==> config.mk <==
export PLATFORM = sky130hd
export DESIGN_NAME = amiga_io_top
export DESIGN_NICKNAME = d
export VERILOG_FILES = /design/src/amiga_io_pkg.sv /design/src/core_opts_regs.sv /design/src/joy_mapper.sv /design/src/cpu_phase_gen.sv /design/src/paula_audio_out.sv /design/src/amiga_io_top.sv
export SDC_FILE = /design/constraint.sdc
export NUM_CORES = 1
export LEC_CHECK = 0
export BUFFER_PORTS_ARGS = -buffer_cell sky130_fd_sc_hd__buf_2
export CORE_ASPECT_RATIO = 0.75
export CORE_MARGIN = 8
export CORE_UTILIZATION = 40
export CTS_BUF_LIST = sky130_fd_sc_hd__clkbuf_16
export DETAILED_ROUTE_END_ITERATION = 10
export GPL_ROUTABILITY_DRIVEN = 0
export PLACE_DENSITY_LB_ADDON = 0.3
export REMOVE_ABC_BUFFERS = 1
export SYNTH_ARGS = -nofsm -noshare
export SYNTH_HDL_FRONTEND = slang
export SYNTH_SLANG_ARGS = --single-unit
export TNS_END_PERCENT = 30
==> constraint.sdc <==
create_clock -name clk_sys -period 2.3 [get_ports clk_sys]
set_input_delay 0.46 -clock clk_sys [delete_from_list [all_inputs] [get_ports clk_sys]]
set_output_delay 0.46 -clock clk_sys [all_outputs]
set_load 0.005 [all_outputs]
==> src/amiga_io_pkg.sv <==
////////////////////
// types shared by the clk_sys io glue
// stereo structs carry left in the upper half
// option flags are stored at their bus bit positions
////////////////////

package amiga_io_pkg;

	////////////////////
	// bridge bus
	typedef logic [31:0] bus_addr_t;	// word address
	typedef logic [31:0] bus_data_t;

	////////////////////
	// controllers
	// host key bitmap [3:0] up down left right, [7:4] a b x y
	// [8] l1, [9] r1, [14] select
	typedef logic [31:0] cont_key_t;
	typedef logic [15:0] amiga_joy_t;	// active low

	// cpu bus phase divider, one frame is 16 clocks
	typedef logic [3:0] phase_div_t;

	////////////////////
	// audio
	typedef logic [14:0] paula_raw_t;	// 15 bit paula sample
	typedef logic [8:0]  paula_pwm_t;	// pwm volume sample
	typedef logic [15:0] audio_word_t;

	typedef struct packed {
		paula_raw_t left;
		paula_raw_t right;
	} stereo_raw_t;

	typedef struct packed {
		paula_pwm_t left;
		paula_pwm_t right;
	} stereo_pwm_t;

	typedef struct packed {
		audio_word_t left;
		audio_word_t right;
	} stereo_out_t;

	typedef struct packed {
		logic paula_pwm;	// use the pwm volume samples
		logic joy1_off;
		logic joy2_off;
	} core_opts_t;

	// bus bit positions of the option flags
	localparam int OPT_BIT_PWM  = 3;
	localparam int OPT_BIT_JOY1 = 4;
	localparam int OPT_BIT_JOY2 = 5;

endpackage

==> src/core_opts_regs.sv <==
////////////////////
// core option register on plain bus strobes
// one word address, only bits 3 to 5 are stored
// writes take effect at the strobe edge, no wait states
////////////////////

`timescale 1ns/1ps

module core_opts_regs import amiga_io_pkg::*; #(
	parameter bus_addr_t OPT_ADDR = 32'hF000_0000
) (
	input  logic       clk_sys,
	input  logic       cpu_rst,
	input  logic       bus_wr,
	input  logic       bus_rd,
	input  bus_addr_t  bus_addr,
	input  bus_data_t  bus_wdata,
	output bus_data_t  bus_rdata,
	output core_opts_t opts
);

	logic addr_hit;
	logic wr_hit;
	logic rd_hit;

	assign addr_hit = (bus_addr == OPT_ADDR);
	assign wr_hit   = bus_wr & addr_hit;
	assign rd_hit   = bus_rd & addr_hit;

	////////////////////
	// storage

	always_ff @(posedge clk_sys) begin
		if (!cpu_rst) begin
			opts <= '0;	// all options off
		end else if (wr_hit) begin
			opts.paula_pwm <= bus_wdata[OPT_BIT_PWM];
			opts.joy1_off  <= bus_wdata[OPT_BIT_JOY1];
			opts.joy2_off  <= bus_wdata[OPT_BIT_JOY2];
		end
	end

	////////////////////
	// readback

	// reserved bits read as zero
	always_comb begin
		bus_rdata = '0;
		if (rd_hit) begin
			bus_rdata[OPT_BIT_PWM]  = opts.paula_pwm;
			bus_rdata[OPT_BIT_JOY1] = opts.joy1_off;
			bus_rdata[OPT_BIT_JOY2] = opts.joy2_off;
		end
	end

endmodule

==> src/joy_mapper.sv <==
////////////////////
// host key bitmap to amiga joystick word
// key input may be asynchronous to clk_sys
// SYNC_STAGES must be 1 or more
// output is active low and all ones while off is set
////////////////////

`timescale 1ns/1ps

module joy_mapper import amiga_io_pkg::*; #(
	parameter int SYNC_STAGES = 3
) (
	input  logic       clk_sys,
	input  logic       cpu_rst,
	input  cont_key_t  key,
	input  logic       off,
	output amiga_joy_t joy
);

	cont_key_t  sync_q [SYNC_STAGES];
	cont_key_t  key_s;
	amiga_joy_t joy_act;	// active high before inversion

	////////////////////
	// synchroniser

	always_ff @(posedge clk_sys) begin
		if (!cpu_rst) begin
			for (int i = 0; i < SYNC_STAGES; i++) begin
				sync_q[i] <= '0;
			end
		end else begin
			sync_q[0] <= key;
			for (int i = 1; i < SYNC_STAGES; i++) begin
				sync_q[i] <= sync_q[i-1];
			end
		end
	end

	assign key_s = sync_q[SYNC_STAGES-1];

	////////////////////
	// bit mapping

	// amiga order is fire4..fire, up, down, left, right
	always_comb begin
		joy_act = '0;
		if (!off) begin
			joy_act[10] = key_s[14];	// select
			joy_act[9]  = key_s[9];	// r1
			joy_act[8]  = key_s[8];	// l1
			joy_act[7]  = key_s[7];	// y
			joy_act[6]  = key_s[6];	// x
			joy_act[5]  = key_s[5];	// b
			joy_act[4]  = key_s[4];	// a, main fire
			joy_act[3]  = key_s[0];	// up
			joy_act[2]  = key_s[1];	// down
			joy_act[1]  = key_s[2];	// left
			joy_act[0]  = key_s[3];	// right
		end
	end

	assign joy = ~joy_act;

endmodule

==> src/cpu_phase_gen.sv <==
////////////////////
// cpu bus cycle and phase strobes
// c1 must already be synchronous to clk_sys
// every c1 rising edge re-aligns the 16 clock frame
////////////////////

`timescale 1ns/1ps

module cpu_phase_gen import amiga_io_pkg::*; (
	input  logic clk_sys,
	input  logic cpu_rst,
	input  logic c1,
	output logic cyc,
	output logic ph1,
	output logic ph2
);

	phase_div_t div_q;
	logic       c1_q;
	logic       c1_rise;

	assign c1_rise = c1 & ~c1_q;	// c1 high now, low last clock

	////////////////////
	// divider

	always_ff @(posedge clk_sys) begin
		if (!cpu_rst) begin
			div_q <= '0;
			c1_q  <= 1'b0;
		end else begin
			c1_q <= c1;
			if (c1_rise) begin
				div_q <= phase_div_t'(3);	// lines up with the chipset slot
			end else begin
				div_q <= div_q + 1'b1;
			end
		end
	end

	////////////////////
	// strobes

	always_ff @(posedge clk_sys) begin
		if (!cpu_rst) begin
			cyc <= 1'b0;
			ph1 <= 1'b0;
			ph2 <= 1'b0;
		end else begin
			cyc <= (div_q[1:0] == 2'd0);	// once every 4 clocks
			// phases only change in slot 2 of each quarter
			if (div_q[1:0] == 2'd2) begin
				ph1 <= (div_q[3:2] == 2'd2);
				ph2 <= (div_q[3:2] == 2'd0);
			end
		end
	end

endmodule

==> src/paula_audio_out.sv <==
////////////////////
// paula sample format select and settle filter
// a sample must be stable for two clocks to be taken
// audio lags a stable input by four clocks
////////////////////

`timescale 1ns/1ps

module paula_audio_out import amiga_io_pkg::*; (
	input  logic        clk_sys,
	input  logic        cpu_rst,
	input  logic        pwm_sel,
	input  stereo_raw_t raw,
	input  stereo_pwm_t okk,
	output stereo_out_t audio
);

	localparam int NCH = 2;	// 0 left, 1 right

	audio_word_t smp_sel [NCH];
	audio_word_t smp0_q  [NCH];	// first copy
	audio_word_t smp1_q  [NCH];	// second copy
	audio_word_t hold_q  [NCH];
	audio_word_t out_q   [NCH];

	////////////////////
	// format select

	// both forms left justified into 16 bits
	always_comb begin
		if (pwm_sel) begin
			smp_sel[0] = {okk.left, 7'b0};
			smp_sel[1] = {okk.right, 7'b0};
		end else begin
			smp_sel[0] = {raw.left, 1'b0};
			smp_sel[1] = {raw.right, 1'b0};
		end
	end

	////////////////////
	// settle filter and output register

	always_ff @(posedge clk_sys) begin
		if (!cpu_rst) begin
			for (int ch = 0; ch < NCH; ch++) begin
				smp0_q[ch] <= '0;
				smp1_q[ch] <= '0;
				hold_q[ch] <= '0;
				out_q[ch]  <= '0;
			end
		end else begin
			for (int ch = 0; ch < NCH; ch++) begin
				smp0_q[ch] <= smp_sel[ch];
				smp1_q[ch] <= smp0_q[ch];
				// glitches between chipset updates never reach the output
				if (smp0_q[ch] == smp1_q[ch]) begin
					hold_q[ch] <= smp1_q[ch];
				end
				out_q[ch] <= hold_q[ch];
			end
		end
	end

	assign audio.left  = out_q[0];
	assign audio.right = out_q[1];

endmodule

==> src/amiga_io_top.sv <==
////////////////////
// clk_sys io glue top
// option register, two joystick ports, cpu phases, audio out
// all inputs are sampled every clock, no back-pressure
////////////////////

`timescale 1ns/1ps

module amiga_io_top import amiga_io_pkg::*; #(
	parameter bus_addr_t OPT_ADDR    = 32'hF000_0000,
	parameter int        SYNC_STAGES = 3
) (
	input  logic        clk_sys,
	input  logic        cpu_rst,
	// bridge strobes
	input  logic        bus_wr,
	input  logic        bus_rd,
	input  bus_addr_t   bus_addr,
	input  bus_data_t   bus_wdata,
	output bus_data_t   bus_rdata,
	// controllers
	input  cont_key_t   cont1_key,
	input  cont_key_t   cont2_key,
	output amiga_joy_t  joy1,
	output amiga_joy_t  joy2,
	// cpu bus timing
	input  logic        c1,
	output logic        cyc,
	output logic        ph1,
	output logic        ph2,
	// audio
	input  stereo_raw_t paula_raw,
	input  stereo_pwm_t paula_okk,
	output stereo_out_t audio
);

	core_opts_t opts;

	core_opts_regs #(
		.OPT_ADDR (OPT_ADDR)
	) u_opts (
		.clk_sys   (clk_sys),
		.cpu_rst   (cpu_rst),
		.bus_wr    (bus_wr),
		.bus_rd    (bus_rd),
		.bus_addr  (bus_addr),
		.bus_wdata (bus_wdata),
		.bus_rdata (bus_rdata),
		.opts      (opts)
	);

	////////////////////
	// joystick ports

	joy_mapper #(
		.SYNC_STAGES (SYNC_STAGES)
	) u_joy1 (
		.clk_sys (clk_sys),
		.cpu_rst (cpu_rst),
		.key     (cont1_key),
		.off     (opts.joy1_off),	// mouse port
		.joy     (joy1)
	);

	joy_mapper #(
		.SYNC_STAGES (SYNC_STAGES)
	) u_joy2 (
		.clk_sys (clk_sys),
		.cpu_rst (cpu_rst),
		.key     (cont2_key),
		.off     (opts.joy2_off),	// default joystick port
		.joy     (joy2)
	);

	cpu_phase_gen u_phase (
		.clk_sys (clk_sys),
		.cpu_rst (cpu_rst),
		.c1      (c1),
		.cyc     (cyc),
		.ph1     (ph1),
		.ph2     (ph2)
	);

	paula_audio_out u_audio (
		.clk_sys (clk_sys),
		.cpu_rst (cpu_rst),
		.pwm_sel (opts.paula_pwm),
		.raw     (paula_raw),
		.okk     (paula_okk),
		.audio   (audio)
	);

endmodule

==> impl_metrics.json <==
{
  "run_status": "completed",
  "crit_path_time_final_ns": 2.11,
  "drive_gt1_share_pct": 28.1,
  "max_freq_mhz": 474,
  "drt-pass1-iter-count": 5,
  "rr_endpoint": "u_audio.hold_q[0][15]",
  "finalSetupViolCount": 0,
  "design.die.area_um2": 21700,
  "fin_skew_ns": 0.0108,
  "placed_area_um2": 7810,
  "worst_r2r_path_depth": 5,
  "synth_edf_count": 30,
  "worst-slew-pin-transition_ns": 0.630,
  "worst_setup_path_end_kind": "output pin",
  "vias_per_cell": 4.30,
  "finish.cell_count_without_fillers": 986,
  "dp_hpwl_um": 10200,
  "crit_top_cell": "sky130_fd_sc_hd__buf_2",
  "vdd_ir_drop_max_v": 0.000462,
  "asyncSetResetFlopFracSynth_pct": 0,
  "cts_resized": 0,
  "synth.cell_area_um2": 6900,
  "arrival_ns": 1.65,
  "worst_setup_path_start_kind": "primary input",
  "initial_utilization_pct": 40.9,
  "cts_post_setup_buffers_inserted": 0,
  "place.port_buffers": 167,
  "floorplan.core_area_um2": 16900,
  "timing.critical_path.required_ns": 1.84,
  "synthesis.instances": 589,
  "synth.avg_cell_area_um2": 11.7,
  "detail_route.drc_violations": 0,
  "slack_of_the_worst_reg_to_reg_path_ns": 0.42,
  "number_of_sinks_driven_by_the_clock_tree": 197,
  "fp-row-count": 41,
  "path_class": "in -> out",
  "grt_overflow": 0,
  "leakage_uw": 0.00363,
  "cpPeakStageDelay_ns": 0.33,
  "drv_slew": 0,
  "timing.rr.start": "u_audio.smp1_q[0][15]",
  "grt_pass1_wl_um": 21000,
  "top_level_ports": 280,
  "clock_tree_from_tritoncts": "yes",
  "cts_hold_repair_buffers": 0,
  "post-route-util_pct": 49.7,
  "rsz_0062_raised_after_global_routing": "no",
  "syn_to_final_growth_pct": 21.7,
  "worst_skew_pair.late_latency_ns": 0.43,
  "dominantRegCellSynth": "sky130_fd_sc_hd__dfxtp_1",
  "fin_hold_ws_ns": 0.236,
  "ctsHtreeMaxLevel": 4,
  "timing.critical_path.max_delay_family": "simple AND/OR/NAND/NOR gates",
  "path_clk_slew_ns": 0.07,
  "critical_path.n_buffers_inverters": 2,
  "yosysWarnings": 0,
  "crit_end": "bus_rdata[3]",
  "routed-via-count": 4240,
  "fp.dieW_um": 168,
  "initialDrtViolationCount": 130,
  "n_antenna_cell": 0,
  "final-hold-violation-count": 0,
  "vias_in_the_first_global_route": 4327,
  "critical_path_cell_count": 6,
  "final.period_utilization_pct": 91.6,
  "synth.ff_latch_count": 197,
  "clockBufferDepth": 2,
  "setup_tns_ns": 0,
  "cell_type_of_the_slowest_stage_on_the_worst_timing_path": "sky130_fd_sc_hd__nor3_1",
  "maximum_number_of_pins_on_one_net_before_global_route_repair": 77,
  "worstPathCellList": "buf_2 > nor4b_1 > nand4_1 > nor3_1 > and2_1 > buf_2",
  "synth_seq_area_share_pct": 61.5,
  "route.final.wire_length_um": 13400,
  "final_nets": 942,
  "worstPathMaxFanout": 3,
  "inserted_clock_buffers": 17,
  "synthDistinctLibCells": 28,
  "grt_antenna_before_repair": 3,
  "grtUsageTotal_pct": 12.4,
  "fp.dieH_um": 130,
  "worst_hold_path_type": "in -> reg",
  "route.detailed.wl_per_inst_um": 13.6,
  "worst_setup_path_startpoint": "bus_addr[25]",
  "max_cap_violations": 0,
  "power_density_cells_nw_per_um2": 825,
  "cts_root_buffer": "sky130_fd_sc_hd__clkbuf_16",
  "antenna_left": 0,
  "dp.cells": 954,
  "layout_cell_area_excl_fill_um2": 8400,
  "max_transition_margin_pct": 57.6
}
==> worst min-delay path by stage <==
stage / endpoint / cells past startpoint / slack [ns] / start
final: u_joy1.sync_q[0][8] / 2 / 0.24 / cont1_key[8]
after global routing: u_joy1.sync_q[0][8] / 2 / 0.21 / cont1_key[8]
after CTS: u_audio.smp0_q[0][3] / 2 / 0.21 / paula_raw[17]
after detailed placement: u_joy2.sync_q[0][34] / 1 / 0.42 / u_joy2.sync_q[0][2]
after global placement: u_joy1.sync_q[0][37] / 1 / 0.41 / u_joy1.sync_q[0][5]
after floorplan: u_joy1.sync_q[0][32] / 1 / 0.41 / u_joy1.sync_q[0][0]
==> cells in the final DEF (no fill, tap or decap), types with 3 or more instances in the layout <==
| cell | Yosys | final |
|---|---|---|
| sky130_fd_sc_hd__a21boi_2 | 3 | 3 |
| sky130_fd_sc_hd__buf_2 | 3 | 166 |
| sky130_fd_sc_hd__and2_1 | 143 | 143 |
| sky130_fd_sc_hd__mux2i_1 | 22 | 22 |
| sky130_fd_sc_hd__nor2_1 | 3 | 3 |
| sky130_fd_sc_hd__nand2_1 | 9 | 9 |
| sky130_fd_sc_hd__dfxtp_1 | 167 | 167 |
| sky130_fd_sc_hd__ha_1 | 3 | 3 |
| sky130_fd_sc_hd__a21boi_0 | 4 | 4 |
| sky130_fd_sc_hd__xor2_1 | 16 | 16 |
| sky130_fd_sc_hd__nor3_1 | 3 | 3 |
| sky130_fd_sc_hd__nand4_1 | 8 | 8 |
| sky130_fd_sc_hd__clkbuf_16 | 0 | 18 |
| sky130_fd_sc_hd__nor4_1 | 9 | 9 |
| sky130_fd_sc_hd__inv_8 | 0 | 4 |
| sky130_fd_sc_hd__inv_1 | 5 | 5 |
| sky130_fd_sc_hd__nand2b_1 | 24 | 24 |
| sky130_fd_sc_hd__xnor2_1 | 16 | 16 |
| sky130_fd_sc_hd__edfxtp_1 | 30 | 30 |
| sky130_fd_sc_hd__inv_6 | 0 | 5 |
| sky130_fd_sc_hd__conb_1 | 2 | 41 |
| sky130_fd_sc_hd__a21boi_1 | 26 | 26 |
| sky130_fd_sc_hd__buf_4 | 41 | 15 |
| sky130_fd_sc_hd__nor2b_1 | 20 | 20 |
==> stage by stage <==
| step | total power [uW] | setup slack, ns |
|---|---|---|
| 6_report | 6930 | 0.192 |
| 2_1_floorplan | 3930 | 0.249 |
| 3_5_place_dp | 4150 | 0.208 |
| 5_1_grt | 7240 | 0.0519 |
| 3_3_place_gp | 4130 | 0.290 |
| 4_1_cts | 7020 | 0.208 |
==> power by group <==
group / switching [uW] / total (uW) / internal (uW)
sequential: 52.9 / 3680 / 3630
clock: 1360 / 2860 / 1510
combinational: 177 / 383 / 205
==> state kept, by name, indices dropped and copies added (netlist names) <==
register / flops
u_audio.hold_q: 30
u_audio.out_q: 30
u_audio.smp0_q: 30
u_audio.smp1_q: 30
u_joy1.sync_q: 33
u_joy2.sync_q: 33
u_opts.opts: 3
u_phase.c1_q: 1
u_phase.cyc: 1
u_phase.div_q: 4
u_phase.ph1: 1
u_phase.ph2: 1
==> kinds of logic (layout without fill, tap and decap cells) <==
logic type / after synthesis / count (layout) / synth area share [%]
AOI/OAI and AO/OA: 33 / 33 / 3.75
muxes: 22 / 22 / 3.19
DFF: 197 / 197 / 61.5
xor gates and xnor gates: 32 / 32 / 4.06
and+or+nand+nor: 225 / 225 / 20.1
buffers and inverters: 75 / 218 / 6.69
other: 2 / 41 / 0.109
adders and majority gates: 3 / 3 / 0.544
==> synth_stat cells (9+ instances only) <==
library cell / number / area share, %
sky130_fd_sc_hd__a21boi_1: 26 / 2.8
sky130_fd_sc_hd__and2_1: 143 / 13
sky130_fd_sc_hd__buf_4: 41 / 4.5
sky130_fd_sc_hd__clkbuf_1: 23 / 1.3
sky130_fd_sc_hd__dfxtp_1: 167 / 48
sky130_fd_sc_hd__edfxtp_1: 30 / 13
sky130_fd_sc_hd__mux2i_1: 22 / 3.2
sky130_fd_sc_hd__nand2_1: 9 / 0.49
sky130_fd_sc_hd__nand2b_1: 24 / 2.2
sky130_fd_sc_hd__nor2b_1: 20 / 1.8
sky130_fd_sc_hd__nor4_1: 9 / 0.82
sky130_fd_sc_hd__xnor2_1: 16 / 2.0
sky130_fd_sc_hd__xor2_1: 16 / 2.0
==> cell type report <==
cell class                 count  area (um2)
multi-input combinational    356        2340
inverter                       5        18.8
timing repair buffer         181         943
fill                        1565        8480
clock inverter                14         131
tap                          215         269
sequential                   197        4240
clock buffer                  18         450
==> layer usage <==
metal  share of wire [%]  wire, um  GRT usage (%)  vias up
met5                0.31        41              0        -
met4                 1.1       148           4.82        6
met3                 6.1       814           5.25       17
met2                  51      6860           21.8      103
met1                  41      5530           13.2     1962
li1                    -         -              -     2152
(Power assumes the default switching activity.)
